$ cat config.mk
export PLATFORM = sky130hd
export DESIGN_NAME = rtc_counter
export DESIGN_NICKNAME = d
export VERILOG_FILES = /design/src/verilog/mmio_map_pkg.sv /design/src/verilog/rtc_counter.sv
export SDC_FILE = /design/constraint.sdc
export NUM_CORES = 1
export LEC_CHECK = 0
export BUFFER_PORTS_ARGS = -buffer_cell sky130_fd_sc_hd__buf_2
export CAP_MARGIN = 20
export CELL_PAD_IN_SITES_DETAIL_PLACEMENT = 0
export CELL_PAD_IN_SITES_GLOBAL_PLACEMENT = 1
export CORE_MARGIN = 2
export CORE_UTILIZATION = 40
export CTS_CLUSTER_SIZE = 16
export DETAILED_ROUTE_END_ITERATION = 10
export PLACE_DENSITY_LB_ADDON = 0.1
export SYNTH_ARGS = -nofsm -noshare
export SYNTH_HDL_FRONTEND = slang
export SYNTH_SLANG_ARGS = --single-unit
$ cat constraint.sdc
create_clock -name clk -period 2.7 [get_ports clk]
set_clock_uncertainty 0.05 [all_clocks]
set_input_delay 0.27 -clock clk [delete_from_list [all_inputs] [get_ports clk]]
set_output_delay 0.27 -clock clk [all_outputs]
set_load 0.03 [all_outputs]
$ cat src/verilog/mmio_map_pkg.sv
`default_nettype none

package mmio_map_pkg;

    typedef logic [31:0] word_t;
    typedef logic [31:0] addr_t;

    // byte addresses, decode looks at bits 31:2 only
    localparam addr_t RAM_BASE = 32'h0000_0000;
    localparam addr_t KBD_ADDR = 32'h0000_1000;
    localparam addr_t SWT_ADDR = 32'h0000_1004;
    localparam addr_t RTC_ADDR = 32'h0000_1008;
    localparam addr_t SEG_ADDR = 32'h0000_1010;
    localparam addr_t LED_ADDR = 32'h0000_1014;

    localparam int KB_WIDTH = 8;

    // display word, digit 0 in the low nibble
    typedef union packed {
        word_t           raw;
        logic [7:0][3:0] digit;
    } seg_word_u;

    // segment a in bit 0 up to g in bit 6, active high
    typedef logic [7:0][6:0] seg_pattern_t;

    typedef enum logic [2:0] {
        DEV_NONE,
        DEV_RAM,
        DEV_KBD,
        DEV_SWT,
        DEV_RTC,
        DEV_SEG,
        DEV_LED
    } dev_sel_e;

    // device access driven by the bus FSM
    typedef struct packed {
        dev_sel_e    sel;
        logic [29:0] word_addr;
        word_t       wdata;
        logic [3:0]  wstrb;
        logic        we;
        logic        re;
    } dev_ctrl_t;

endpackage

`default_nettype wire

$ cat src/verilog/rtc_counter.sv
`timescale 1ns/1ns
`default_nettype none

module rtc_counter #(
    parameter int RTC_DIV = 10
) (
    input  logic                clk,
    input  logic                rst_n,
    output mmio_map_pkg::word_t count
);

    localparam int PW = (RTC_DIV > 1) ? $clog2(RTC_DIV) : 1;

    logic [PW-1:0] pre;
    logic          tick;

    // one tick per RTC_DIV clocks
    assign tick = (pre == PW'(RTC_DIV - 1));

    always_ff @(posedge clk) begin
        if (!rst_n) begin
            pre   <= '0;
            count <= '0;
        end else begin
            pre <= tick ? '0 : pre + 1'b1;
            // wraps at the top of the range
            if (tick) count <= count + 1'b1;
        end
    end

endmodule

`default_nettype wire

==> results.json <==
{
  "grt_pass1_wl_um": 6740,
  "numClockSinks": 36,
  "startpoint": "pre[0]$_SDFF_PP0_",
  "avgRoutedWirePerCell_um": 13.9,
  "crit_type": "reg2reg",
  "async_flop_share": 0,
  "nets": 238,
  "post-cts-setup-buffer-count": 0,
  "start_util": 0.421,
  "worst_slew_pin_slew_ps": 586,
  "synth-seq-cells": 36,
  "clk_pin_slew_ps": 80,
  "cpPeakStageDelay_ps": 830,
  "syn_to_final_growth_pct": 16.8,
  "seq_area_frac_synth": 0.422,
  "io_pins": 34,
  "drive_above_1_share": 0.188,
  "dp.cells": 276,
  "numPortBuffers": 33,
  "drt-total-wl_um": 3950,
  "die-height_um": 69.4,
  "fillers": 394,
  "yosys-top-cells-area": "dfxtp_1, or4_1, a21oi_1, o31ai_1, xnor2_1",
  "cp_slowest_cell": "or4_1",
  "post-place-ws_ps": 282,
  "htreeDepth": 2,
  "clock_latency_ps": 290,
  "worst_setup_path_start_kind": "register",
  "coreArea_sq_mm": 0.00406,
  "status": "finished, final reports clean",
  "synth.cell_area_sq_mm": 0.00171,
  "min_period_ps": 2420,
  "period_share": 0.896,
  "ir_worst_vdd_mv": 0.291,
  "fin_cells": 284,
  "drt_pre_antenna_iters": 4,
  "overflow": 0,
  "hp-start": "rst_n",
  "arrival_ps": 2580,
  "synth_top_cell_area_share": 0.422,
  "critPathRequiredTime_ps": 2860,
  "drv_cap": 0,
  "syn-num-nets": 207,
  "power_leakage_nw": 0.733,
  "hold_buffers": 0,
  "multiInputGateArea_sq_um": 918,
  "grt_max_degree": 29,
  "yosys.area.top_type": "dfxtp_1",
  "cts_made_buffers": 5,
  "slew_viol_final": 0,
  "powerDensity_mw_per_mm2": 480,
  "ff_latch_area_sq_um": 721,
  "dieArea_sq_mm": 0.00481,
  "std_cell_rows": 23,
  "antennaDiodeCount": 0,
  "synthFlopType": "dfxtp_1",
  "cts_buffer_depth": 2,
  "crit_family": "simple AND/OR/NAND/NOR gates",
  "die_w_um": 69.4,
  "avgSynthCellArea_sq_um": 8.46,
  "syn_inst": 202,
  "gp_congestion": 0.729,
  "end_kind": "register",
  "worst_r2r_startpoint": "pre[0]$_SDFF_PP0_",
  "num_vias": 1598,
  "final_hold_viol_count": 0,
  "setup_tns_ps": 0,
  "drtAntennaViolNets": 0,
  "slew_headroom": 0.610,
  "drtIter0Drc": 87,
  "cp_max_fo": 19,
  "cts_tree": "yes",
  "rsz0062_at_grt": "false",
  "crit_chain": "ha_1 -> nand4b_1 -> or4_1 -> or4_1 -> a21oi_1",
  "cp_num_buf_inv": 0,
  "cts_resized": 0,
  "layout_setup_ws_ps": 281,
  "synth_edf_count": 0,
  "yosys_warnings": 0,
  "grt_pass1_vias": 1483,
  "fmax_mhz": 413,
  "setup_viol": 0,
  "grt_antenna_before_repair": 0,
  "dp_hpwl_um": 2800,
  "via_per_inst": 5.63,
  "clock-root-buffer": "clkbuf_8",
  "ys_types": 32,
  "critPathMostFrequentCell": "or4_1",
  "hold_class": "in2reg",
  "drc": 0,
  "grt_use_total": 0.172
}
sequential cells by signal (all words and copies together), names as in the netlist:
register  cells
count        32
pre           4
cell usage in the layout, fill, tap and decap left out, types with 2 or more instances in the layout:
cell,synthesis,routed
and3_1,3,3
mux2i_1,5,5
nand3_1,9,9
or4_1,14,14
inv_1,7,7
ha_1,3,3
nor2_1,16,16
xnor2_1,9,9
nor3_1,3,3
or3_1,5,5
nand2_1,17,17
o21ai_1,4,4
nor4_1,5,5
xor2_1,2,2
clkinv_2,0,2
o31ai_1,12,12
and4_1,3,3
nand4_1,7,7
buf_2,2,33
dfxtp_1,36,36
a21oi_1,18,18
nand2b_1,5,5
clkbuf_8,0,6
power by group:
| part | switching, mW | total [mW] | internal (mW) |
|---|---|---|---|
| registers | 0.00364 | 0.538 | 0.535 |
| clock network | 0.194 | 0.398 | 0.204 |
| logic | 0.0155 | 0.0226 | 0.00704 |
routing by layer:
layer | track usage | wire, um | part of all wire | up-vias
li1 | - | - | - | 803
met1 | 0.201 | 1810 | 0.46 | 764
met2 | 0.298 | 1960 | 0.49 | 29
met3 | 0.0494 | 174 | 0.044 | 2
met4 | 0.0588 | 17 | 0.0043 | 0
met5 | 0 | 0 | 0 | -
tightest hold or removal path, stage by stage:
cell,delay [ps]
buf_2,180
nand2_1,90
mux2i_1,50
synth_stat cells (all sizes together) (4+ instances only):
| master | count |
|---|---|
| nand4 | 7 |
| nand3 | 9 |
| or4 | 14 |
| o21ai | 4 |
| xnor2 | 9 |
| nor4 | 5 |
| nor2 | 16 |
| buf | 5 |
| dfxtp | 36 |
| or3 | 5 |
| nand2b | 5 |
| o31ai | 12 |
| mux2i | 5 |
| clkbuf | 5 |
| inv | 8 |
| a21oi | 18 |
| nand2 | 17 |
through the flow:
step | hold WS [ps] | util | area [sq um] | total power [mW]
after floorplan | 370 | - | 1710 | 0.567
after global placement | 398 | 0.469 | 1900 | 0.573
after detailed placement | 410 | 0.469 | 1900 | 0.574
after CTS | 312 | 0.492 | 2000 | 0.972
after global routing | 321 | 0.492 | 2000 | 1.00
final | 310 | 0.492 | 2000 | 0.959
cell type report:
type / instances / area share
timing repair buffer: 34 / 0.0865
clock inverter: 2 / 0.00501
inverter: 8 / 0.0150
multi-input combinational: 148 / 0.460
sequential: 36 / 0.361
clock buffer: 6 / 0.0414
tap: 50 / 0.0313
logic make-up after synthesis:
kind of cell             Yosys count  synth area share
XOR/XNOR                          11            0.0564
buffers and inverters             18            0.0410
adder cells (fa/ha/maj)            3            0.0220
flip-flops                        36             0.422
AO/OA/AOI/OAI                     37             0.133
multiplexers                       5            0.0293
AND/OR/NAND/NOR                   92             0.297
worst paths after layout:
path	cells after the start	endpoint	slack, ps
max	5	count[30]$_SDFFE_PN0N_	280
min	3	count[27]$_SDFFE_PN0N_	310
max reg2reg	5	count[30]$_SDFFE_PN0N_	280
min reg2reg	1	pre[0]$_SDFF_PP0_	420
Note: power is estimated with default switching activity, not from simulation.
