`config.mk`:
```
export PLATFORM = sky130hd
export DESIGN_NAME = periph_regs
export DESIGN_NICKNAME = d
export VERILOG_FILES = /design/src/verilog/mmio_map_pkg.sv /design/src/verilog/periph_regs.sv
export SDC_FILE = /design/constraint.sdc
export NUM_CORES = 1
export LEC_CHECK = 0
export ABC_AREA = 1
export BUFFER_PORTS_ARGS = -buffer_cell sky130_fd_sc_hd__buf_2
export CORE_MARGIN = 10
export CORE_UTILIZATION = 35
export DETAILED_ROUTE_END_ITERATION = 7
export SKIP_CTS_REPAIR_TIMING = 1
export SLEW_MARGIN = 20
export SYNTH_ARGS = -nofsm -noshare
export SYNTH_HDL_FRONTEND = slang
export SYNTH_SLANG_ARGS = --single-unit
```
`constraint.sdc`:
```
create_clock -name clk -period 1.6 [get_ports clk]
set_input_delay 0 -clock clk [delete_from_list [all_inputs] [get_ports clk]]
set_output_delay 0 -clock clk [all_outputs]
set_load 0.005 [all_outputs]
```
`src/verilog/mmio_map_pkg.sv`:
```
`default_nettype none

package mmio_map_pkg;

    typedef logic [31:0] word_t;
    typedef logic [31:0] addr_t;

    // byte addresses, decode looks at bits 31:2 only
    localparam addr_t RAM_BASE = 32'h0000_0000;
    localparam addr_t KBD_ADDR = 32'h0000_1000;
    localparam addr_t SWT_ADDR = 32'h0000_1004;
    localparam addr_t RTC_ADDR = 32'h0000_1008;
    localparam addr_t SEG_ADDR = 32'h0000_1010;
    localparam addr_t LED_ADDR = 32'h0000_1014;

    localparam int KB_WIDTH = 8;

    // display word, digit 0 in the low nibble
    typedef union packed {
        word_t           raw;
        logic [7:0][3:0] digit;
    } seg_word_u;

    // segment a in bit 0 up to g in bit 6, active high
    typedef logic [7:0][6:0] seg_pattern_t;

    typedef enum logic [2:0] {
        DEV_NONE,
        DEV_RAM,
        DEV_KBD,
        DEV_SWT,
        DEV_RTC,
        DEV_SEG,
        DEV_LED
    } dev_sel_e;

    // device access driven by the bus FSM
    typedef struct packed {
        dev_sel_e    sel;
        logic [29:0] word_addr;
        word_t       wdata;
        logic [3:0]  wstrb;
        logic        we;
        logic        re;
    } dev_ctrl_t;

endpackage

`default_nettype wire

```
`src/verilog/periph_regs.sv`:
```
`timescale 1ns/1ns
`default_nettype none

module periph_regs (
    input  logic                       clk,
    input  logic                       rst_n,
    input  mmio_map_pkg::dev_ctrl_t    dev_ctrl,
    input  logic [7:0]                 sw,
    output logic [7:0]                 swt_rdata,
    output mmio_map_pkg::word_t        seg_rdata,
    output logic [15:0]                led_rdata,
    output mmio_map_pkg::seg_pattern_t seg,
    output logic [15:0]                led
);
    import mmio_map_pkg::*;

    seg_word_u   seg_q;
    logic [15:0] led_q;
    logic [7:0]  sw_q;

    // hex digit to segments gfedcba
    function automatic logic [6:0] hex7(input logic [3:0] d);
        case (d)
            4'h0: return 7'h3F;
            4'h1: return 7'h06;
            4'h2: return 7'h5B;
            4'h3: return 7'h4F;
            4'h4: return 7'h66;
            4'h5: return 7'h6D;
            4'h6: return 7'h7D;
            4'h7: return 7'h07;
            4'h8: return 7'h7F;
            4'h9: return 7'h6F;
            4'hA: return 7'h77;
            4'hB: return 7'h7C;
            4'hC: return 7'h39;
            4'hD: return 7'h5E;
            4'hE: return 7'h79;
            default: return 7'h71;
        endcase
    endfunction

    always_ff @(posedge clk) begin
        if (!rst_n) begin
            seg_q.raw <= '0;
            led_q     <= '0;
            sw_q      <= '0;
        end else begin
            sw_q <= sw;
            // full word writes, strobes ignored here
            if (dev_ctrl.we && dev_ctrl.sel == DEV_SEG) seg_q.raw <= dev_ctrl.wdata;
            if (dev_ctrl.we && dev_ctrl.sel == DEV_LED) led_q <= dev_ctrl.wdata[15:0];
        end
    end

    always_comb begin
        for (int i = 0; i < 8; i++) begin
            seg[i] = hex7(seg_q.digit[i]);
        end
    end

    assign swt_rdata = sw_q;
    assign seg_rdata = seg_q.raw;
    assign led_rdata = led_q;
    assign led       = led_q;

endmodule

`default_nettype wire

```
==> flow_summary_export.csv, run 1 <==
group,metric,value,unit
clocking,cts_made_buffers,9,
critical_path,worstPathMaxFanout,5,
clocking,ctsRootBufferMaster,"clkbuf_16",
yosys,yosys.area.top_type,"dfxtp_1",
critical_path,path_class,"reg -> reg",
yosys,yosys-top-cells-area,"dfxtp_1 38%, nand2_1 13%, ha_1 12%, nand3_1 11%, inv_1 7.1%",
timing,setup_viol,0,
power,ir_drop,0.5014,mV
yosys,synth_area,0.005888,mm2
place,gp_congestion,0.8381,
timing,rsz0062_at_grt,"false",
layout,antenna_cells,0,
timing,drv_slew,0,
power,p_leak,0.004028,uW
routing,drt-total-wl,16670,um
yosys,yosys.area_share.simple,0.3534,
layout,area_delta_synth_final,29.88,%
critical_path,cp-start-kind,"register",
flow_run,maxCapViolCount,0,
yosys,ys_seq_area_frac,0.3808,
routing,antenna_left,0,
routing,wl_per_cell,13.67,um
yosys,synth_fp_nets,927,
global_route,globalRouteOverflowTotal,0,
clocking,cts_sinks,112,
layout,nNetsFinal,1132,
power,power_density,815.6,mW/mm2
global_route,grt_pass1_vias,5114,
timing,whs,-0.06544,ns
yosys,yosysWarnings,0,
timing,fmax,702.7,MHz
place,dp_hpwl,12660,um
routing,drt-initial-drc-count,337,
routing,dr_total_vias,5421,
timing,min_period,1.423,ns
yosys,avgSynthCellArea,7.453,um2
clocking,clk_pin_slew,0.07,ns
yosys,synth_edf_count,0,
routing,drc_errors,0,
clocking,cts-htree-levels,3,
critical_path,cp-end-kind,"register",
critical_path,cp_data_required_time,1.85,ns
global_route,grt_usage,0.1449,
routing,first_pass_iters,5,
die,die_h,149.7,um
layout,layout.cells.non_filler,1219,
place,place_ws,-0.01537,ns
layout,n_fill_cell,1672,
place,portBuffers,173,
global_route,grt_first_pass_wirelength,26200,um
yosys,synth_xor_xnor_area_share,0,
critical_path,crit_arrival,1.68,ns
die,die-area,0.02241,mm2
yosys,synth_compound_area_frac,0.03060,
timing,finalCritPeriodShare,0.8895,
yosys,synth.top_cell.area_share,0.3808,
yosys,netlist_top_cells_count,"205 x nand2_1, 131 x nand3_1, 112 x dfxtp_1, 112 x inv_1, 56 x ha_1",
clocking,cts_buffer_depth,2,
min_path,hold_path_class,"in -> reg",
yosys,synth_most_common_cell,"nand2_1",
global_route,antenna_found_initial,0,
die,rows,47,
timing,finClkSkew,0.006924,ns
place,place_inst,1181,
yosys,synthMuxAreaShare,0,
die,placeableCoreArea,0.01652,mm2
die,start_util,0.3563,
timing,hold_viol_final,1,
yosys,syn_inst,790,
yosys,synth_async_sr_flop_share,0,
timing,max_slew.worst_pin.slew,0.3300,ns
status,violations,"negative hold slack",
clocking,insertion_delay,0.36,ns
global_route,grt_max_degree,23,
yosys,ys_ff_latch,112,
routing,post_drt_via_cell_ratio,4.447,
yosys,synth_cell_types,22,
timing,setup_slack,0.1768,ns
yosys,synth_flop_cell,"dfxtp_1",
layout,drive_gt1_frac,0.2893,
die,io_pins,209,
status,status,"finished with violations",
yosys,synth_top_family_by_area,"simple AND/OR/NAND/NOR gates",
die,die_w,149.7,um
clocking,cts_tree,"done",
timing,relSlewSlack,0.7792,
yosys,yosys.area_share.adder,0.1190,
[logic make-up after synthesis]
kind of cell	Yosys count
AO/OA/AOI/OAI	36
buffers and inverters	152
AND/OR/NAND/NOR	434
flip-flops	112
adder cells (fa/ha/maj)	56
[final cells by class]
class / instances / area, um2 / area share
clock inverters: 3 / 42.54 / 0.005563
well taps: 220 / 275.3 / 0.03599
multi-input cells: 526 / 2964 / 0.3876
repair buffers: 230 / 1441 / 0.1885
clock buffers: 12 / 246.5 / 0.03223
inverters: 116 / 435.4 / 0.05694
flip-flops and latches: 112 / 2242 / 0.2932
[per-layer routing]
layer,global-route usage,up-vias,wire length (um)
met5,0,-,0
li1,-,2849,-
met3,0.03200,21,891
met2,0.2416,140,7980
met1,0.1790,2411,7467
met4,0.05345,0,326
[path summary, 6_finish.rpt]
check	startpoint	to	slack (ns)	cells after the start
min	dev_ctrl[8]	led[2]$_SDFFE_PN0P_	-0.07	3
min reg2reg	led[14]$_SDFFE_PN0P_	led[14]$_SDFFE_PN0P_	0.50	2
max reg2reg	seg_rdata[24]$_SDFFE_PN0N_	seg[46]$_DFF_P_	0.18	9
max	seg_rdata[24]$_SDFFE_PN0N_	seg[46]$_DFF_P_	0.18	9
[worst max-delay path, stage by stage, from the launching register on]
cell and delay [ns]:
dfxtp_1 0.33, nor2_1 0.07, nor2_1 0.11, nand2_2 0.11
ha_1 0.22, or2_2 0.29, nand2_1 0.06, nand2_1 0.04
nand2_1 0.05, nand2_1 0.04
[flip-flops by register name, indices dropped and copies added (netlist names)]
signal     count
seg           56
seg_rdata     32
led           16
swt_rdata      8
[where the power goes]
part	internal [uW]	total (uW)	leakage, uW	switching [uW]
combinational	416	948	0.00297	532
sequential	2940	3000	0.000918	53.6
clock	1250	2290	0.000139	1040
total	4610	6240	0.00403	1630
[through the flow]
| stage | power, uW | util | TNS (ns) | cell area [um2] | hold WS [ns] |
|---|---|---|---|---|---|
| 3_5_place_dp | 3976 | 0.4312 | -0.01537 | 7126 | 0.1870 |
| 5_1_grt | 6542 | 0.4628 | 0 | 7647 | 0.002388 |
| 3_3_place_gp | 3974 | 0.4312 | 0 | 7126 | 0.1806 |
| 2_1_floorplan | 3574 | - | 0 | 5888 | 0.09763 |
| 4_1_cts | 6275 | 0.4487 | 0 | 7415 | -0.1903 |
| 6_report | 6237 | 0.4628 | 0 | 7647 | -0.06544 |
[cells in the final DEF (no fill, tap or decap)]
| cell | n |
|---|---|
| a21oi_1 | 12 |
| buf_12 | 7 |
| buf_2 | 172 |
| buf_4 | 28 |
| bufinv_16 | 1 |
| clkbuf_1 | 2 |
| clkbuf_16 | 9 |
| clkbuf_8 | 1 |
| clkinv_2 | 1 |
| clkinvlp_4 | 1 |
| dfxtp_1 | 112 |
| dlygate4sd3_1 | 23 |
| ha_1 | 56 |
| inv_1 | 112 |
| inv_2 | 4 |
| nand2_1 | 204 |
| nand2_2 | 24 |
| nand2_4 | 1 |
| nand3_1 | 131 |
| nand3_2 | 7 |
| nand3_4 | 1 |
| nor2_1 | 34 |
| nor2_2 | 14 |
| nor2_4 | 17 |
| o21ai_0 | 22 |
| o21ai_1 | 2 |
| or2_2 | 1 |
Note: power is estimated with default switching activity, not from simulation.
==> run 2: changes to the inputs <==
Settings changed: PLACE_DENSITY from default to 0.64.
Clock period 1.6 ns to 1.5 ns, I/O delays scaled along.
==> flow_summary_export.csv, run 2 (synthesis gave the netlist of run 1 again) <==
group,metric,value,unit
critical_path,path_class,"reg -> reg",
status,violations,"negative hold slack",
critical_path,reg2reg_setup_slack,0.07,ns
critical_path,critical-path-max-stage-delay,0.35,ns
global_route,grt_usage,0.1455,
routing,post_drt_via_cell_ratio,4.461,
timing,finClkSkew,0.003805,ns
routing,drc_errors,0,
place,gp_congestion,0.8851,
global_route,grt_first_pass_wirelength,26260,um
timing,setup_viol,0,
timing,tns,0,ns
critical_path,worstPathMaxFanout,4,
layout,final_cell_mix,"204 x nand2_1, 172 x buf_2, 130 x nand3_1",
layout,drive_gt1_frac,0.3119,
clocking,ctsRootBufferMaster,"clkbuf_16",
timing,fmax,700.9,MHz
die,die-area,0.02241,mm2
die,placeableCoreArea,0.01652,mm2
critical_path,startpoint,"seg_rdata[24]$_SDFFE_PN0N_",
timing,finalCritPeriodShare,0.9511,
power,power_density,870.3,mW/mm2
layout,area_delta_synth_final,34.55,%
clocking,clk_pin_slew,0.07,ns
clocking,cts_sinks,112,
status,status,"finished with violations",
critical_path,r2r-start,"seg_rdata[24]$_SDFFE_PN0N_",
critical_path,rr_endpoint,"seg[46]$_DFF_P_",
routing,drt-initial-drc-count,259,
critical_path,crit_path_cell_trace,"nor2_1 -> nor2_1 -> nand2_2 -> ha_1 -> or2_2 -> nand2_1 -> nand2_1 -> nand2_1 -> nand2_1",
die,die_h,149.7,um
routing,wl_per_cell,13.31,um
clocking,cts_buffer_depth,2,
timing,relSlewSlack,0.8356,
global_route,grt_pass1_vias,5212,
timing,hold_viol_final,1,
place,portBuffers,173,
flow_run,maxCapViolCount,0,
clocking,insertion_delay,0.36,ns
power,ir_drop,0.5569,mV
layout,largest_register_ffs,56,
global_route,antenna_found_initial,3,
clocking,cts_made_buffers,9,
routing,dr_total_vias,5567,
critical_path,cp_data_required_time,1.76,ns
min_path,hold_depth,3,
die,start_util,0.3563,
min_path,hold_path_class,"in -> reg",
critical_path,path_common_cell,"nand2_1",
die,io_pins,209,
timing,rsz0062_at_grt,"true",
critical_path,crit_path_top_delay_cell,"dfxtp_1",
timing,min_period,1.427,ns
routing,antenna_left,0,
min_path,min-delay-start,"dev_ctrl[20]",
place,dp_hpwl,13250,um
critical_path,r2r_cells,9,
die,die_w,149.7,um
routing,first_pass_iters,5,
clocking,cts_tree,"done",
min_path,worstHoldEndpoint,"led[14]$_SDFFE_PN0P_",
critical_path,cp-end-kind,"register",
timing,whs,-0.01654,ns
global_route,grt_max_degree,19,
die,rows,47,
critical_path,cp-start-kind,"register",
timing,max_slew.worst_pin.slew,0.2457,ns
critical_path,critPathBufInv,0,
routing,drt-total-wl,16610,um
layout,mostFrequentLayoutCell,"nand2_1",
global_route,globalRouteOverflowTotal,0,
layout,nNetsFinal,1158,
critical_path,crit_arrival,1.69,ns
clocking,cts-htree-levels,3,
timing,drv_slew,0,
layout,n_fill_cell,1623,
power,p_leak,0.004171,uW
critical_path,critPathTopFamily,"simple AND/OR/NAND/NOR gates",
run 2: cell types whose count changed in the layout (fill, tap and decap cells not counted), moves of 2 or more:
cell / before / now
buf_4: 28 / 51
clkbuf_1: 2 / 0
clkinv_4: 0 / 2
diode_2: 0 / 2
run 2: layout make-up:
class / count / area, um2 / area share
inverters: 116 / 435.4 / 0.05496
diodes: 2 / 5.005 / 0.0006317
clock buffers: 10 / 239.0 / 0.03016
flip-flops and latches: 112 / 2243 / 0.2832
repair buffers: 256 / 1655 / 0.2089
clock inverters: 6 / 92.59 / 0.01169
multi-input cells: 526 / 2977 / 0.3757
well taps: 220 / 275.3 / 0.03474
run 2: layer usage:
layer / vias to the layer above / part of all wire / global-route usage
met5: - / 0.00042 / 0
met4: 2 / 0.020 / 0.04908
met3: 18 / 0.070 / 0.05133
met2: 143 / 0.48 / 0.2418
met1: 2500 / 0.42 / 0.1707
li1: 2904 / - / -
run 2: report_power, final:
part / leakage, uW / internal (uW) / switching [uW]
sequential: 0.000918 / 3140 / 57.0
clock: 0.000155 / 1520 / 1130
combinational: 0.00310 / 478 / 574
run 2: per-stage QoR:
stage               setup slack, ns  instance area, um2  total power [uW]  cells  utilization
floorplan                   0.03860                5893              3813    790            -
global placement           -0.04844                7331              4270   1206       0.4436
detailed placement         -0.07258                7331              4281   1206       0.4436
CTS                         0.04427                7662              6945   1222       0.4637
global route               -0.02775                7920              7268   1247       0.4793
finish                      0.07334                7923              6895   1248       0.4794
run 2: tightest hold or removal path, cell delays in order:
cell,delay (ns)
buf_2,0.12
o21ai_0,0.10
nor2_1,0.08
run 2: worst max-delay path by stage:
stage | slack [ns] | end | depth (start not counted)
6_report | 0.07 | seg[46]$_DFF_P_ | 9
5_1_grt | -0.03 | seg[46]$_DFF_P_ | 9
4_1_cts | 0.04 | seg[46]$_DFF_P_ | 10
3_5_place_dp | -0.07 | seg[38]$_DFF_P_ | 13
3_3_place_gp | -0.05 | seg[34]$_DFF_P_ | 12
2_1_floorplan | 0.04 | seg[46]$_DFF_P_ | 13
