<file path="src/verilog/mmio_map_pkg.sv">
`default_nettype none

package mmio_map_pkg;

    typedef logic [31:0] word_t;
    typedef logic [31:0] addr_t;

    // byte addresses, decode looks at bits 31:2 only
    localparam addr_t RAM_BASE = 32'h0000_0000;
    localparam addr_t KBD_ADDR = 32'h0000_1000;
    localparam addr_t SWT_ADDR = 32'h0000_1004;
    localparam addr_t RTC_ADDR = 32'h0000_1008;
    localparam addr_t SEG_ADDR = 32'h0000_1010;
    localparam addr_t LED_ADDR = 32'h0000_1014;

    localparam int KB_WIDTH = 8;

    // display word, digit 0 in the low nibble
    typedef union packed {
        word_t           raw;
        logic [7:0][3:0] digit;
    } seg_word_u;

    // segment a in bit 0 up to g in bit 6, active high
    typedef logic [7:0][6:0] seg_pattern_t;

    typedef enum logic [2:0] {
        DEV_NONE,
        DEV_RAM,
        DEV_KBD,
        DEV_SWT,
        DEV_RTC,
        DEV_SEG,
        DEV_LED
    } dev_sel_e;

    // device access driven by the bus FSM
    typedef struct packed {
        dev_sel_e    sel;
        logic [29:0] word_addr;
        word_t       wdata;
        logic [3:0]  wstrb;
        logic        we;
        logic        re;
    } dev_ctrl_t;

endpackage

`default_nettype wire

</file>
<file path="src/verilog/axil_pkg.sv">
`default_nettype none

package axil_pkg;

    typedef enum logic [1:0] {
        RESP_OKAY   = 2'b00,
        RESP_SLVERR = 2'b10
    } axil_resp_e;

    typedef struct packed {
        mmio_map_pkg::addr_t addr;
        logic                valid;
    } axil_aw_t;

    typedef struct packed {
        mmio_map_pkg::word_t data;
        logic [3:0]          strb;
        logic                valid;
    } axil_w_t;

    typedef struct packed {
        mmio_map_pkg::addr_t addr;
        logic                valid;
    } axil_ar_t;

    typedef struct packed {
        axil_resp_e resp;
        logic       valid;
    } axil_b_t;

    typedef struct packed {
        mmio_map_pkg::word_t data;
        axil_resp_e          resp;
        logic                valid;
    } axil_r_t;

    // master to slave
    typedef struct packed {
        axil_aw_t aw;
        axil_w_t  w;
        axil_ar_t ar;
        logic     bready;
        logic     rready;
    } axil_req_t;

    // slave to master
    typedef struct packed {
        logic    awready;
        logic    wready;
        logic    arready;
        axil_b_t b;
        axil_r_t r;
    } axil_rsp_t;

endpackage

`default_nettype wire

</file>
<file path="src/verilog/axil_mmio_fsm.sv">
`timescale 1ns/1ns
`default_nettype none

module axil_mmio_fsm #(
    parameter int RAM_WORDS = 256
) (
    input  logic                               clk,
    input  logic                               rst_n,
    input  axil_pkg::axil_req_t                axi_req,
    output axil_pkg::axil_rsp_t                axi_rsp,
    output mmio_map_pkg::dev_ctrl_t            dev_ctrl,
    input  mmio_map_pkg::word_t                ram_rdata,
    input  logic [mmio_map_pkg::KB_WIDTH-1:0]  kb_rdata,
    input  logic                               kb_empty,
    input  mmio_map_pkg::word_t                rtc_count,
    input  logic [7:0]                         swt_rdata,
    input  mmio_map_pkg::word_t                seg_rdata,
    input  logic [15:0]                        led_rdata
);
    import mmio_map_pkg::*;
    import axil_pkg::*;

    typedef enum logic [2:0] {
        ST_IDLE,
        ST_WCOLLECT,
        ST_WRESP,
        ST_RWAIT,
        ST_RRESP
    } state_e;

    localparam logic [29:0] RAM_LO = RAM_BASE[31:2];
    localparam logic [29:0] RAM_HI = RAM_LO + 30'(RAM_WORDS);

    state_e     state;
    logic       live;
    logic       aw_got;
    logic       w_got;
    logic       rd_stage;
    logic       bvalid_q;
    logic       rvalid_q;
    addr_t      aw_addr_q;
    addr_t      ar_addr_q;
    word_t      w_data_q;
    logic [3:0] w_strb_q;
    dev_sel_e   rd_sel_q;
    word_t      rd_peri_q;
    word_t      r_data_q;
    axil_resp_e r_resp_q;
    axil_resp_e b_resp_q;

    logic       awready;
    logic       wready;
    logic       arready;
    logic       aw_fire;
    logic       w_fire;
    logic       ar_fire;
    logic       wr_go;
    logic       wr_ok;
    dev_sel_e   wr_sel;
    dev_sel_e   rd_sel;
    word_t      rd_peri;

    function automatic dev_sel_e decode(input addr_t a);
        logic [29:0] w;
        w = a[31:2];
        if (w >= RAM_LO && w < RAM_HI) return DEV_RAM;
        if (w == KBD_ADDR[31:2]) return DEV_KBD;
        if (w == SWT_ADDR[31:2]) return DEV_SWT;
        if (w == RTC_ADDR[31:2]) return DEV_RTC;
        if (w == SEG_ADDR[31:2]) return DEV_SEG;
        if (w == LED_ADDR[31:2]) return DEV_LED;
        return DEV_NONE;
    endfunction

    // live keeps every ready low until the first edge out of reset
    assign awready = live && (state == ST_IDLE || state == ST_WCOLLECT) && !aw_got;
    assign wready  = live && (state == ST_IDLE || state == ST_WCOLLECT) && !w_got;
    assign arready = live && (state == ST_IDLE);

    assign aw_fire = axi_req.aw.valid && awready;
    assign w_fire  = axi_req.w.valid && wready;
    assign ar_fire = axi_req.ar.valid && arready;

    assign wr_sel = decode(aw_addr_q);
    assign rd_sel = decode(ar_addr_q);
    assign wr_ok  = (wr_sel == DEV_RAM) || (wr_sel == DEV_SEG) || (wr_sel == DEV_LED);
    assign wr_go  = (state == ST_WCOLLECT) && aw_got && w_got;

    always_comb begin
        dev_ctrl.sel       = DEV_NONE;
        dev_ctrl.word_addr = aw_addr_q[31:2];
        dev_ctrl.wdata     = w_data_q;
        dev_ctrl.wstrb     = w_strb_q;
        dev_ctrl.we        = 1'b0;
        dev_ctrl.re        = 1'b0;
        if (wr_go) begin
            dev_ctrl.sel = wr_sel;
            dev_ctrl.we  = wr_ok;
        end else if (state == ST_RWAIT && !rd_stage) begin
            dev_ctrl.sel       = rd_sel;
            dev_ctrl.word_addr = ar_addr_q[31:2];
            // no pop from an empty keyboard buffer
            dev_ctrl.re        = (rd_sel != DEV_KBD) || !kb_empty;
        end
    end

    // everything except RAM is sampled in the access cycle
    always_comb begin
        case (rd_sel)
            DEV_KBD: rd_peri = kb_empty ? '0 : word_t'(kb_rdata);
            DEV_SWT: rd_peri = word_t'(swt_rdata);
            DEV_RTC: rd_peri = rtc_count;
            DEV_SEG: rd_peri = seg_rdata;
            DEV_LED: rd_peri = word_t'(led_rdata);
            default: rd_peri = '0;
        endcase
    end

    always_ff @(posedge clk) begin
        if (!rst_n) begin
            state    <= ST_IDLE;
            live     <= 1'b0;
            aw_got   <= 1'b0;
            w_got    <= 1'b0;
            rd_stage <= 1'b0;
            bvalid_q <= 1'b0;
            rvalid_q <= 1'b0;
        end else begin
            live <= 1'b1;
            if (aw_fire) aw_got <= 1'b1;
            if (w_fire) w_got <= 1'b1;
            case (state)
                ST_IDLE: begin
                    // a read wins, a write taken alongside waits for it
                    if (ar_fire) begin
                        state    <= ST_RWAIT;
                        rd_stage <= 1'b0;
                    end else if (aw_fire || w_fire) begin
                        state <= ST_WCOLLECT;
                    end
                end
                ST_WCOLLECT: begin
                    if (wr_go) begin
                        state    <= ST_WRESP;
                        bvalid_q <= 1'b1;
                        aw_got   <= 1'b0;
                        w_got    <= 1'b0;
                    end
                end
                ST_WRESP: begin
                    if (axi_req.bready) begin
                        bvalid_q <= 1'b0;
                        state    <= ST_IDLE;
                    end
                end
                ST_RWAIT: begin
                    rd_stage <= !rd_stage;
                    if (rd_stage) begin
                        rvalid_q <= 1'b1;
                        state    <= ST_RRESP;
                    end
                end
                ST_RRESP: begin
                    if (axi_req.rready) begin
                        rvalid_q <= 1'b0;
                        state    <= (aw_got || w_got) ? ST_WCOLLECT : ST_IDLE;
                    end
                end
                default: state <= ST_IDLE;
            endcase
        end
    end

    always_ff @(posedge clk) begin
        if (aw_fire) aw_addr_q <= axi_req.aw.addr;
        if (w_fire) begin
            w_data_q <= axi_req.w.data;
            w_strb_q <= axi_req.w.strb;
        end
        if (ar_fire) ar_addr_q <= axi_req.ar.addr;
        if (wr_go) b_resp_q <= wr_ok ? RESP_OKAY : RESP_SLVERR;
        if (state == ST_RWAIT && !rd_stage) begin
            rd_sel_q  <= rd_sel;
            rd_peri_q <= rd_peri;
        end
        // RAM data is ready one cycle after the access
        if (state == ST_RWAIT && rd_stage) begin
            r_data_q <= (rd_sel_q == DEV_RAM) ? ram_rdata : rd_peri_q;
            r_resp_q <= (rd_sel_q == DEV_NONE) ? RESP_SLVERR : RESP_OKAY;
        end
    end

    always_comb begin
        axi_rsp.awready = awready;
        axi_rsp.wready  = wready;
        axi_rsp.arready = arready;
        axi_rsp.b.resp  = b_resp_q;
        axi_rsp.b.valid = bvalid_q;
        axi_rsp.r.data  = r_data_q;
        axi_rsp.r.resp  = r_resp_q;
        axi_rsp.r.valid = rvalid_q;
    end

endmodule

`default_nettype wire

</file>
<file path="config.mk">
export PLATFORM = sky130hd
export DESIGN_NAME = axil_mmio_fsm
export DESIGN_NICKNAME = d
export VERILOG_FILES = /design/src/verilog/mmio_map_pkg.sv /design/src/verilog/axil_pkg.sv /design/src/verilog/axil_mmio_fsm.sv
export SDC_FILE = /design/constraint.sdc
export NUM_CORES = 1
export LEC_CHECK = 0
export BUFFER_PORTS_ARGS = -buffer_cell sky130_fd_sc_hd__buf_2
export CAP_MARGIN = 20
export CORE_AREA = 2 2 134 136
export DETAILED_ROUTE_END_ITERATION = 12
export DIE_AREA = 0 0 136 138
export PLACE_DENSITY_LB_ADDON = 0.25
export SETUP_SLACK_MARGIN = 0.3
export SYNTH_ARGS = -nofsm -noshare
export SYNTH_HDL_FRONTEND = slang
export SYNTH_SLANG_ARGS = --single-unit
export TNS_END_PERCENT = 20
</file>
<file path="constraint.sdc">
create_clock -name clk -period 2.9 [get_ports clk]
set_clock_uncertainty 0.15 [all_clocks]
set_input_delay 0.435 -clock clk [delete_from_list [all_inputs] [get_ports clk]]
set_output_delay 0.435 -clock clk [all_outputs]
set_load 0.02 [all_outputs]
</file>
==> results.ini <==
[timing]
holdWs_ns = 0.0323
hold_viol_final = 0
fmax_mhz = 351
setup_violations = 0
grt_setup_unrepaired = yes
fin_crit_ns = 2.85
tightest_slew_ns = 0.722
slew_headroom_pct = 51.7
finalCritPeriodShare_pct = 98.2
drv_slew = 0
tns_ns = 0

[worst_setup_path]
cp.required_ns = 2.32
crit_path_end_kind = primary output
crit_chain = or4_4, o41a_1, or3_4, nor2_4, buf_6
crit_slowest_cell = or4_4
crit_fanout = 2
r2r-start = ar_addr_q[23]
r2r_setup_slack_ns = 0.55
max_stage_delay_ns = 0.57
crit_arrival_ns = 2.26
reg2reg_depth = 7
crit_type = reg2out
r2r-end = rd_peri_q[14]
critPathLaunchType = flip-flop
startpoint = aw_addr_q[8]
cp-endpoint = dev_ctrl[1]

[routing]
ant_nets = 0
drcViolationCount = 0
vias_per_cell = 5.25
wl_mm = 21.7
wl_per_cell_um = 20.1
firstDrtPassIters = 4
drtIter0Drc = 388
vias = 5658

[synth]
synthDominantCellAreaShare_pct = 66.1
ys_seq_area_share_pct = 68.5
synth.avg_cell_area_um2 = 16.0
ys_ff_latch = 174
synth_cell_types = 53
postSynth.asyncResetShare_pct = 0
synth_warnings = 0
yosysTopAreaCell = edfxtp_1
synth_area_leaders = edfxtp_1 (66%), mux2_2 (9.9%), a32o_1 (3.5%)
syn_area_um2 = 7500
synth_ff_type = edfxtp_1
synth_edf_count = 165
syn-instance-count = 470

[clock_network]
cts_root_buf = clkbuf_16
clkSlewWorstSetupHoldPaths_ns = 0.07
numCtsBuffers = 17
htree_levels = 4
clkSinkCount = 174
clk_latency_ns = 0.42
cts_tree = yes
clock_path_buffers = 2

[power]
p_per_area_nw_per_um2 = 554
cell_internal_pwr_uw = 4530
pwr-share-clk_pct = 39.7
peakVddDrop_v = 0.000412
p_leak_uw = 0.00445
p_switching_uw = 1380
combPwrFrac_pct = 10.8
finalPower_uw = 5910
switching_share_pct = 23.3
pwr-share-seq_pct = 49.5

[grt]
grt-ovfl-total = 0
grt_pass1_vias = 5787
grt_pass1_wl_mm = 31.3
antenna_found_initial = 3
track_usage_pct = 22.3
grt_max_degree = 42

[outcome]
status = complete, no violations

[floorplanning]
ios = 348
start_util_pct = 42.8
fp.dieArea_um2 = 18800
rows = 49
coreArea_um2 = 17500
die_y_um = 138
die_w_um = 136

[finish]
layout_commonest_cell = buf_2
utilization_pct = 60.9
syn_to_final_growth_pct = 42.4
layout_common_cells = buf_2 (314), edfxtp_1 (165), mux2_2 (51)
nets = 1069
fill_cells = 1417
drive_above_1_share_pct = 61.0

[worst_hold_path]
hold_class = in2reg

[placed_design]
numPortBuffers = 341
place_hpwl_mm = 15.5
place_congestion = 0.909

[flow_run]
maxCapViolations = 0

==> flip-flops by register name (all words and copies together), names as in the netlist <==
name	cells
rvalid_q	1
live	1
aw_addr_q	30
bvalid_q	1
rd_sel_q	3
rd_stage	1
r_data_q	32
w_strb_q	4
ar_addr_q	30
state	3
w_got	1
w_data_q	32
aw_got	1
b_resp_q	1
rd_peri_q	32
r_resp_q	1
==> per-layer routing <==
metal | part of all wire (%) | vias to the layer above | GRT usage (%)
met5 | 0 | - | 0
met3 | 8.1 | 36 | 5.57
met1 | 37 | 2710 | 26.1
met4 | 2.8 | 0 | 10.0
li1 | - | 2617 | -
met2 | 52 | 295 | 38.6
==> through the flow <==
step	worst slack (ns)	std cells	instance area (um^2)
2_1_floorplan	0.339	471	7500
3_3_place_gp	0.345	1027	9450
3_5_place_dp	0.356	1027	9450
4_1_cts	0.0212	1069	10300
5_1_grt	-0.0158	1077	10700
6_report	0.0535	1078	10700
==> power groups by stage <==
stage | clock, uW | sequential [uW] | combinational, uW
after floorplan | 0 | 2980 | 257
after detailed placement | 0 | 2960 | 556
after global routing | 2520 | 2930 | 684
final | 2350 | 2920 | 640
after CTS | 2400 | 2920 | 585
after global placement | 0 | 2960 | 543
==> logic make-up after synthesis <==
group                  count (synthesis)  share of synthesized area [%]
XOR/XNOR                               2                          0.234
flip-flops                           174                           68.5
other                                  1                         0.0500
AO/OA/AOI/OAI                         73                           8.68
AND/OR/NAND/NOR                      112                           9.18
multiplexers                          70                           10.5
buffers and inverters                 38                           2.87
==> worst max-delay path, delay by kind of cell (launching register included) <==
kind | cells | cell delay [ns]
AND/OR/NAND/NOR | 3 | 1.02
buffers and inverters | 1 | 0.12
AO/OA/AOI/OAI | 1 | 0.32
flip-flops | 1 | 0.39
==> timing repair <==
item,CTS,global route
buffers inserted,7,5
hold endpoints to repair,1,0
hold buffers,1,0
pin swaps,8,9
setup endpoints to repair,35,31
gates resized for setup,36,84
cloned,2,1
==> synthesized netlist by cell type, types with 2 or more instances <==
library cell	count
and2_1	2
buf_6	4
dfxtp_1	9
nand3_1	3
a22oi_1	9
nand4_2	2
a221o_1	8
nand4_1	10
nand2_1	13
buf_2	7
edfxtp_1	165
a31oi_1	2
nor4_1	9
mux2_1	4
a22o_1	2
nor4_2	2
o211a_1	2
nor2_2	3
o21ai_0	2
mux2_2	66
nor2_1	10
nor2b_1	21
a21oi_1	4
inv_1	6
clkbuf_1	10
a211oi_1	3
and3_1	9
nor3_1	14
nor3b_1	3
a21bo_2	8
buf_4	9
o21a_1	2
nor3_4	2
a32o_1	26
==> final cells by class <==
cell class,instances,area (um^2),area share (%)
flip-flops and latches,174,5140,48.2
diodes,3,7.51,0.0703
inverters,7,38.8,0.363
repair buffers,374,2190,20.5
well taps,229,287,2.68
clock inverters,14,178,1.66
multi-input cells,259,2400,22.5
clock buffers,18,429,4.02
==> worst min-delay path by stage <==
stage | start | slack (ns) | to | depth (start not counted)
floorplan | bvalid_q | 0.30 | bvalid_q | 2
global placement | bvalid_q | 0.32 | bvalid_q | 2
detailed placement | rvalid_q | 0.33 | rvalid_q | 2
CTS | axi_req[40] | 0.01 | w_data_q[0] | 1
global route | axi_req[51] | 0.008 | w_data_q[11] | 1
finish | axi_req[22] | 0.03 | ar_addr_q[19] | 1
No activity file was read; power rests on OpenSTA's default activity.
