--- config.mk ---
export PLATFORM = sky130hd
export DESIGN_NAME = kbd_fifo
export DESIGN_NICKNAME = d
export VERILOG_FILES = /design/src/verilog/mmio_map_pkg.sv /design/src/verilog/kbd_fifo.sv
export SDC_FILE = /design/constraint.sdc
export NUM_CORES = 1
export LEC_CHECK = 0
export ABC_CLOCK_PERIOD_IN_PS = 2300
export BUFFER_PORTS_ARGS = -buffer_cell sky130_fd_sc_hd__buf_2
export CAP_MARGIN = 20
export CELL_PAD_IN_SITES_DETAIL_PLACEMENT = 0
export CELL_PAD_IN_SITES_GLOBAL_PLACEMENT = 1
export CORE_MARGIN = 10
export CORE_UTILIZATION = 42
export DETAILED_ROUTE_END_ITERATION = 16
export HOLD_SLACK_MARGIN = 0.08
export PLACE_DENSITY = 0.71
export SYNTH_ARGS = -nofsm -noshare
export SYNTH_HDL_FRONTEND = slang
export SYNTH_SLANG_ARGS = --single-unit
--- constraint.sdc ---
create_clock -name clk -period 2.3 [get_ports clk]
set_input_delay 0.46 -clock clk [delete_from_list [all_inputs] [get_ports clk]]
set_output_delay 0.46 -clock clk [all_outputs]
set_load 0.02 [all_outputs]
--- src/verilog/mmio_map_pkg.sv ---
`default_nettype none

package mmio_map_pkg;

    typedef logic [31:0] word_t;
    typedef logic [31:0] addr_t;

    // byte addresses, decode looks at bits 31:2 only
    localparam addr_t RAM_BASE = 32'h0000_0000;
    localparam addr_t KBD_ADDR = 32'h0000_1000;
    localparam addr_t SWT_ADDR = 32'h0000_1004;
    localparam addr_t RTC_ADDR = 32'h0000_1008;
    localparam addr_t SEG_ADDR = 32'h0000_1010;
    localparam addr_t LED_ADDR = 32'h0000_1014;

    localparam int KB_WIDTH = 8;

    // display word, digit 0 in the low nibble
    typedef union packed {
        word_t           raw;
        logic [7:0][3:0] digit;
    } seg_word_u;

    // segment a in bit 0 up to g in bit 6, active high
    typedef logic [7:0][6:0] seg_pattern_t;

    typedef enum logic [2:0] {
        DEV_NONE,
        DEV_RAM,
        DEV_KBD,
        DEV_SWT,
        DEV_RTC,
        DEV_SEG,
        DEV_LED
    } dev_sel_e;

    // device access driven by the bus FSM
    typedef struct packed {
        dev_sel_e    sel;
        logic [29:0] word_addr;
        word_t       wdata;
        logic [3:0]  wstrb;
        logic        we;
        logic        re;
    } dev_ctrl_t;

endpackage

`default_nettype wire

--- src/verilog/kbd_fifo.sv ---
`timescale 1ns/1ns
`default_nettype none

module kbd_fifo #(
    parameter int KBD_DEPTH = 4
) (
    input  logic                              clk,
    input  logic                              rst_n,
    input  logic [mmio_map_pkg::KB_WIDTH-1:0] kb_code,
    input  logic                              kb_valid,
    input  logic                              pop,
    output logic [mmio_map_pkg::KB_WIDTH-1:0] rdata,
    output logic                              empty
);
    import mmio_map_pkg::*;

    localparam int PW = (KBD_DEPTH > 1) ? $clog2(KBD_DEPTH) : 1;
    localparam int CW = $clog2(KBD_DEPTH + 1);

    logic [KB_WIDTH-1:0] mem [KBD_DEPTH];
    logic [PW-1:0]       wr_ptr;
    logic [PW-1:0]       rd_ptr;
    logic [CW-1:0]       count;
    logic                full;
    logic                do_push;
    logic                do_pop;

    function automatic logic [PW-1:0] next_ptr(input logic [PW-1:0] p);
        return (p == PW'(KBD_DEPTH - 1)) ? '0 : p + 1'b1;
    endfunction

    assign full    = (count == CW'(KBD_DEPTH));
    assign empty   = (count == '0);
    // a code arriving while full is lost
    assign do_push = kb_valid && !full;
    assign do_pop  = pop && !empty;
    assign rdata   = mem[rd_ptr];

    always_ff @(posedge clk) begin
        if (!rst_n) begin
            wr_ptr <= '0;
            rd_ptr <= '0;
            count  <= '0;
        end else begin
            if (do_push) wr_ptr <= next_ptr(wr_ptr);
            if (do_pop) rd_ptr <= next_ptr(rd_ptr);
            case ({do_push, do_pop})
                2'b10:   count <= count + 1'b1;
                2'b01:   count <= count - 1'b1;
                default: count <= count;
            endcase
        end
    end

    always_ff @(posedge clk) begin
        if (do_push) mem[wr_ptr] <= kb_code;
    end

endmodule

`default_nettype wire

==> results.cfg, run 1 <==
[worst_setup_path]
start_kind = register
path_cells = or3b_4 -> and2_4 -> inv_1 -> ha_2 -> inv_1 -> fa_2 -> xor2_1 -> or3_4 -> a21boi_2
critical-path-slowest-cell = or3b_4
arrival_ns = 2.39
crit_top_cell = inv_1
crit_family = simple AND/OR/NAND/NOR gates
max_stage_delay_ns = 0.40
cp.buffers_inverters = 2
end_kind = register
cp_max_fo = 3
required_ns = 2.52
criticalPathCategory = reg -> reg

[sta]
fin_crit_sh = 0.943
period_needed_ns = 2.17
setup_viol = 0
max_freq_mhz = 461
final_max_slew_viol_count = 0
hold_viol_final = 0
clock_skew_ns = 0.00296
max_slew_margin = 0.737
rsz0062_at_grt = false
tightest_slew_ns = 0.394

[floorplanning]
num_io_pins = 21
die-area_sq_mm = 0.00682
die_x_um = 82.6
dieHeight_um = 82.6
rows = 22
start_util = 0.442
design.core.area_sq_mm = 0.00372

[routing]
viasPerCell = 5.02
dr.pass1.iters = 4
ant_nets = 0
post_drt_wl_per_cell_um = 14.5
route.detailed.drc = 0
drt-total-wl_um = 2560
via_count = 883
drtIter0Drc = 68

[logic_synthesis]
synth_top_flop_cell = edfxtp_1
ys_seq_area_frac = 0.694
syn_avg_cell_area_sq_um = 16.9
syn-num-nets = 116
ys_seq_elements = 41
syn_inst = 97
async_reset_ff_frac = 0
netlist_area_sq_mm = 0.00164
yosysWarnings = 0
synth.distinct_cells = 25
synth_edf_count = 32

[clock_network]
hold_buffers = 0
cts.path.max_buffers = 2
cts_made_buffers = 5
cts_htree_levels = 2
clock-sinks = 41
root_buffer = clkbuf_8
clk_pin_slew_ns = 0.07
insertion_delay_ns = 0.28
cts_tree = built

[global_routing]
overflow = 0
grt_pass1_wl_um = 4220
antenna_found_initial = 0
grt_start_max_net_pins = 14
grt_pass1_vias = 924
gr-usage-all-layers = 0.0835

[power]
fin_total_pwr_mw = 2.15
share_comb_of_total_power = 0.305
seqPwrFrac = 0.443
p_per_area_mw_per_mm2 = 1100
power.clock.fraction = 0.252
internal_power_mw = 1.54
vdd_ir_drop_max_mv = 0.398
p_switching_mw = 0.612
p_sw_frac = 0.284
p_leak_nw = 0.724

[placed_design]
place_congestion = 0.676
dp_hpwl_um = 1870
io_buffers = 20
dp_cells = 168

[layout]
final_common_cell = edfxtp_1
syn_to_final_growth_pct = 19.1
fin_cells = 176
layout_common_cells = edfxtp_1, buf_2, mux4_2, dfxtp_1, inv_1
diodes = 0
drive_gt1_frac = 0.406
num-nets-final = 146

[min_path]
holdCritPathClass = in -> reg

[run_status]
status = completed

[run]
maxCapViolCount = 0
==> through the flow <==
stage | instance area, sq um | TNS (ns) | utilization | worst slack, ns | hold slack (ns)
final | 1960 | 0 | 0.527 | 0.131 | 0.386
after global routing | 1960 | 0 | 0.527 | 0.0251 | 0.381
after CTS | 1950 | 0 | 0.524 | 0.00464 | 0.380
after detailed placement | 1840 | -0.00608 | 0.494 | -0.00608 | 0.509
after global placement | 1840 | 0 | 0.494 | 0.0241 | 0.495
after floorplan | 1640 | 0 | - | 0.00266 | 0.468
==> power groups by stage <==
stage | logic (mW) | clock network [mW] | registers (mW)
2_1_floorplan | 0.441 | 0 | 0.961
3_3_place_gp | 0.647 | 0 | 0.962
3_5_place_dp | 0.655 | 0 | 0.969
4_1_cts | 0.662 | 0.552 | 0.955
5_1_grt | 0.740 | 0.592 | 0.962
6_report | 0.656 | 0.542 | 0.953
==> flip-flops by register name, indices dropped and copies added (netlist names), named ones only <==
register,count
count,3
mem,32
rd_ptr,2
wr_ptr,2
==> worst register-to-register path: cells and delay by family (launching register included) <==
kind	cells	cell delay (ns)
xor gates and xnor gates	1	0.16
buffers and inverters	2	0.10
DFF	1	0.32
adders and majority gates	2	0.51
and+or+nand+nor	3	0.90
AOI/OAI and AO/OA	1	0.13
==> cell families (layout without fill, tap and decap cells) <==
group                    Yosys count  after routing  share of synthesized area
AO/OA/AOI/OAI                      7              7                     0.0244
XOR/XNOR                           2              2                     0.0107
adder cells (fa/ha/maj)            7              7                     0.0578
buffers and inverters             10             41                     0.0236
flip-flops                        41             41                      0.694
multiplexers                       9              9                      0.116
AND/OR/NAND/NOR                   21             21                     0.0738
==> path summary, 6_finish.rpt <==
path / depth (start not counted) / slack, ns / startpoint / to
max: 9 / 0.13 / count[1]$_SDFFE_PN0P_ / count[2]$_SDFFE_PN0P_
min: 1 / 0.39 / kb_code[1] / mem[2][1]$_DFFE_PP_
max reg2reg: 9 / 0.13 / count[1]$_SDFFE_PN0P_ / count[2]$_SDFFE_PN0P_
min reg2reg: 2 / 0.51 / wr_ptr[1]$_SDFFE_PN0P_ / wr_ptr[1]$_SDFFE_PN0P_
==> synthesized netlist by cell type (2+ instances only) <==
library cell,instances,area (sq um)
and2_1,2,12.5
and3_2,4,30.0
dfxtp_1,9,180
edfxtp_1,32,961
ha_1,6,75.1
inv_1,7,26.3
mux4_2,8,180
nand2_1,6,22.5
nand3_1,2,10.0
nor2_1,2,7.51
o21ai_0,5,25.0
==> routing by layer <==
metal	vias up	GRT usage	share of wire
met5	-	0	0
met4	0	0.0401	0.018
li1	421	-	-
met2	20	0.133	0.49
met1	435	0.0937	0.41
met3	7	0.0378	0.077
==> timing repair <==
action                                  CTS  global route
pin swaps                                 1             1
resized for setup                         3             3
endpoints found under the setup margin    1             1
setup buffers                             0             0
==> cell type report <==
cell class / count / area [sq um]
fillers: 323 / 1760
flip-flops and latches: 41 / 1140
multi-input cells: 46 / 477
repair buffers: 26 / 145
clock buffers: 6 / 72.6
well taps: 48 / 60.1
clock inverters: 2 / 35.0
inverters: 7 / 26.3
Note: power is estimated with default switching activity, not from simulation.
==> run 2, diff against run 1 <==
--- a/config.mk
+++ b/config.mk
@@ -10,7 +10,7 @@
 export CAP_MARGIN = 20
 export CELL_PAD_IN_SITES_DETAIL_PLACEMENT = 0
 export CELL_PAD_IN_SITES_GLOBAL_PLACEMENT = 1
-export CORE_MARGIN = 10
+export CORE_MARGIN = 5
 export CORE_UTILIZATION = 42
 export DETAILED_ROUTE_END_ITERATION = 16
 export HOLD_SLACK_MARGIN = 0.08
==> results.cfg, run 2 (synthesized netlist as in run 1, its figures left out) <==
[global_routing]
gr-usage-all-layers = 0.116
grt_start_max_net_pins = 14
grt_pass1_wl_um = 4290
antenna_found_initial = 0
overflow = 0
grt_pass1_vias = 898

[worst_setup_path]
start_kind = register
arrival_ns = 2.43
startpoint = count[1]$_SDFFE_PN0P_
max_stage_delay_ns = 0.40
crit_family = simple AND/OR/NAND/NOR gates
crit_end = count[2]$_SDFFE_PN0P_
cp.depth = 9
cp_max_fo = 2
critical-path-slowest-cell = or3_2
end_kind = register
path_cells = or3b_4 -> and2_4 -> inv_2 -> ha_2 -> inv_1 -> fa_2 -> xor2_1 -> or3_2 -> a21boi_1
cp.buffers_inverters = 2
rrSetupSlack_ns = 0.08
required_ns = 2.51
criticalPathCategory = reg -> reg
r2r_cells = 9
rr_startpoint = count[1]$_SDFFE_PN0P_
r2r-end = count[2]$_SDFFE_PN0P_

[run]
maxCapViolCount = 0

[sta]
period_needed_ns = 2.22
setup_viol = 0
max_freq_mhz = 450
tightest_slew_ns = 0.392
hold_viol_final = 0
worst_slack_ns = 0.0791
max_slew_margin = 0.738
fin_crit_sh = 0.966
final_max_slew_viol_count = 0
clock_skew_ns = 0.00346

[layout]
num-nets-final = 148
diodes = 0
drive_gt1_frac = 0.423
syn_to_final_growth_pct = 19.8
largest_register_ffs = 32
layout_common_cells = edfxtp_1, buf_2, mux4_2, buf_4, dfxtp_1
top_regs = mem x32, count x3
largest_register = mem
final_common_cell = edfxtp_1

[floorplanning]
start_util = 0.442
design.core.area_sq_mm = 0.00372
num_io_pins = 21
rows = 22
dieHeight_um = 72.6
die-area_sq_mm = 0.00527
die_x_um = 72.6

[clock_network]
cts.path.max_buffers = 2
cts_tree = built
cts_htree_levels = 2
clock-sinks = 41
root_buffer = clkbuf_8
cts_made_buffers = 5
hold_buffers = 0
insertion_delay_ns = 0.29
clk_pin_slew_ns = 0.07

[power]
power.clock.fraction = 0.252
p_sw_frac = 0.289
p_switching_mw = 0.628
vdd_ir_drop_max_mv = 0.380
p_leak_nw = 0.728
share_comb_of_total_power = 0.309
p_per_area_mw_per_mm2 = 1100
internal_power_mw = 1.55
fin_total_pwr_mw = 2.17
seqPwrFrac = 0.439

[routing]
drtIter0Drc = 50
dr.pass1.iters = 4
post_drt_wl_per_cell_um = 14.6
route.detailed.drc = 0
ant_nets = 0
via_count = 893
drt-total-wl_um = 2600
viasPerCell = 5.02

[placed_design]
dp_hpwl_um = 1860
place_congestion = 0.680
dp_slack_ns = -0.0200
io_buffers = 20

[run_status]
status = completed

[min_path]
holdCritPathClass = in -> reg
run 2: cell count changes in the layout (fill, tap and decap cells not counted), sizes merged:
| cell | before | now |
|---|---|---|
| buf | 26 | 28 |
| clkbuf | 6 | 5 |
| clkinvlp | 0 | 1 |
run 2: power groups by stage:
stage,Combinational [mW],Clock [mW],Sequential [mW]
3_3_place_gp,0.642,0,0.962
2_1_floorplan,0.441,0,0.961
3_5_place_dp,0.658,0,0.968
4_1_cts,0.664,0.561,0.952
5_1_grt,0.742,0.610,0.968
6_report,0.673,0.548,0.955
run 2: stage by stage:
step	cells	setup TNS (ns)	util	hold WS, ns	area, sq um
after floorplan	97	0	-	0.468	1640
after global placement	168	0	0.494	0.494	1840
after detailed placement	168	-0.0200	0.494	0.503	1840
after CTS	176	0	0.525	0.373	1950
after global routing	178	-0.00763	0.530	0.360	1970
final	178	0	0.530	0.384	1970
run 2: per-layer routing:
layer,wire (um),global-route usage
met5,0,0
met4,38,0.0492
met3,189,0.0582
met2,1350,0.188
met1,1030,0.127
run 2: repair_timing:
item / 4_1_cts / 5_1_grt
setup buffers: 0 / 2
setup endpoints to repair: 1 / 1
pin swaps: 1 / 3
gates resized for setup: 2 / 4
run 2: worst min path at each step:
stage	startpoint	end	slack, ns	cells past startpoint
final	kb_code[6]	mem[0][6]$_DFFE_PP_	0.38	1
after global placement	wr_ptr[1]$_SDFFE_PN0P_	wr_ptr[1]$_SDFFE_PN0P_	0.49	2
after floorplan	wr_ptr[1]$_SDFFE_PN0P_	wr_ptr[1]$_SDFFE_PN0P_	0.47	2
after global routing	kb_code[1]	mem[2][1]$_DFFE_PP_	0.36	1
after CTS	kb_code[5]	mem[2][5]$_DFFE_PP_	0.37	1
after detailed placement	wr_ptr[1]$_SDFFE_PN0P_	wr_ptr[1]$_SDFFE_PN0P_	0.50	2
run 2: layout make-up:
cell class | instances | area [sq um]
clock inverters | 3 | 41.3
fillers | 329 | 1750
flip-flops and latches | 41 | 1140
clock buffers | 5 | 68.8
inverters | 7 | 26.3
repair buffers | 28 | 160
multi-input cells | 46 | 469
well taps | 48 | 60.1
run 2: worst reg2reg max path, delay by kind of cell (launching register included):
family,cells,cell delay [ns]
and+or+nand+nor,3,0.94
AOI/OAI and AO/OA,1,0.15
DFF,1,0.33
adders and majority gates,2,0.50
buffers and inverters,2,0.09
xor gates and xnor gates,1,0.15
==> run 3, diff against run 2 <==
--- a/config.mk
+++ b/config.mk
@@ -10,8 +10,10 @@
 export CAP_MARGIN = 20
 export CELL_PAD_IN_SITES_DETAIL_PLACEMENT = 0
 export CELL_PAD_IN_SITES_GLOBAL_PLACEMENT = 1
+export CORE_ASPECT_RATIO = 0.6
 export CORE_MARGIN = 5
 export CORE_UTILIZATION = 42
+export CTS_CLUSTER_SIZE = 14
 export DETAILED_ROUTE_END_ITERATION = 16
 export HOLD_SLACK_MARGIN = 0.08
 export PLACE_DENSITY = 0.71
==> results.cfg, run 3 (synthesized netlist as in run 1, its figures left out) <==
[routing]
via_count = 886
route.detailed.drc = 0
drtIter0Drc = 25
top_layer_used = met4
dr.pass1.iters = 4
viasPerCell = 5.03
wl_met2_um = 1480
drt-total-wl_um = 2890
met1_length_um = 1280
ant_nets = 0
post_drt_wl_per_cell_um = 16.4
met3_length_um = 120

[placed_design]
place_congestion = 0.732
dp_hpwl_um = 2050
io_buffers = 20
dp_cells = 167
dp_slack_ns = -0.0417
place_area_sq_mm = 0.00184

[floorplanning]
start_util = 0.442
die-area_sq_mm = 0.00531
rows = 17
die_x_um = 90.8
design.core.area_sq_mm = 0.00372
dieHeight_um = 58.5
num_io_pins = 21

[global_routing]
grt_pass1_vias = 994
gr-usage-all-layers = 0.122
grt_pass1_wl_um = 4800
grt_start_max_net_pins = 14
antenna_found_initial = 0
overflow = 0

[clock_network]
clk_pin_slew_ns = 0.08
root_buffer = clkbuf_8
insertion_delay_ns = 0.29
clock-sinks = 41
cts_made_buffers = 5
cts_tree = built
cts_htree_levels = 2
cts.path.max_buffers = 2

[layout]
diodes = 0
nFillCells = 304
largest_register_ffs = 32
final_area_sq_mm = 0.00195
syn_to_final_growth_pct = 18.9
fin_cells = 176
top_regs = mem x32, count x3
drive_gt1_frac = 0.434
largest_register = mem
seqCellArea_sq_mm = 0.00114
final_common_cell = edfxtp_1
fin_util = 0.525
num-nets-final = 147
layout_common_cells = edfxtp_1, buf_2, mux4_2
multi_input_area_sq_um = 487

[worst_setup_path]
criticalPathCategory = reg -> reg
crit_family = simple AND/OR/NAND/NOR gates
end_kind = register
cp.buffers_inverters = 2
max_stage_delay_ns = 0.41
cp_max_fo = 3
arrival_ns = 2.45
start_kind = register
critical-path-slowest-cell = or3_2
path_cells = or3b_4 -> and2_4 -> inv_2 -> ha_4 -> inv_2 -> fa_2 -> xor2_2 -> or3_2 -> a21boi_1
required_ns = 2.52
crit_top_cell = inv_2

[sta]
final_max_slew_viol_count = 0
setup_viol = 0
max_freq_mhz = 447
max_slew_margin = 0.711
fin_hold_ws_ns = 0.385
tightest_slew_ns = 0.432
rsz0062_at_grt = false
period_needed_ns = 2.23
clock_skew_ns = 0.00429
fin_crit_sh = 0.972
hold_viol_final = 0
worst_slack_ns = 0.0652
setup_tns_ns = 0

[run]
maxCapViolCount = 0

[power]
p_leak_nw = 0.720
p_per_area_mw_per_mm2 = 1070
fin_total_pwr_mw = 2.10
vdd_ir_drop_max_mv = 0.457

[run_status]
status = completed

[min_path]
holdCritPathClass = in -> reg
==> run 3: cell types whose count changed in the layout (fill, tap and decap cells not counted), sizes merged <==
cell	change
clkinvlp	-1
clkinv	+2
bufinv	-1
buf	-1
==> run 3: power breakdown <==
part / internal (mW) / switching (mW)
registers: 0.908 / 0.0619
logic: 0.329 / 0.350
clock network: 0.210 / 0.240
==> run 3: routing by layer <==
layer,up-vias,track usage
met5,-,0
met4,0,0.0502
met3,2,0.0447
met2,15,0.208
met1,443,0.143
li1,426,-
==> run 3: worst reg2reg max path, cell delays in order (launching register included) <==
cell      delay (ns)
dfxtp_1         0.32
or3b_4          0.40
and2_4          0.16
inv_2           0.06
ha_4            0.14
inv_2           0.04
fa_2            0.37
xor2_2          0.15
or3_2           0.41
a21boi_1        0.12
==> run 3: cell type report <==
type | instances | area share
inverter | 7 | 0.0134
multi-input combinational | 46 | 0.249
clock inverter | 3 | 0.00896
timing repair buffer | 27 | 0.0781
sequential | 41 | 0.585
tap | 47 | 0.0301
clock buffer | 5 | 0.0352
==> run 3: repair_timing <==
action | in CTS | in global routing
gates resized for setup | 4 | 5
endpoints found under the setup margin | 1 | 1
buffers inserted | 0 | 1
endpoints found under the hold margin | 0 | 0
hold buffers | 0 | 0
pin swaps | 0 | 5
==> run 3: path summary, 6_finish.rpt <==
| path | startpoint | slack, ns | cells after the start | to |
|---|---|---|---|---|
| setup / recovery | count[0]$_SDFFE_PN0P_ | 0.07 | 9 | count[2]$_SDFFE_PN0P_ |
| hold / removal | kb_code[2] | 0.38 | 1 | mem[1][2]$_DFFE_PP_ |
| setup reg to reg | count[0]$_SDFFE_PN0P_ | 0.07 | 9 | count[2]$_SDFFE_PN0P_ |
| hold reg to reg | wr_ptr[1]$_SDFFE_PN0P_ | 0.51 | 2 | wr_ptr[1]$_SDFFE_PN0P_ |
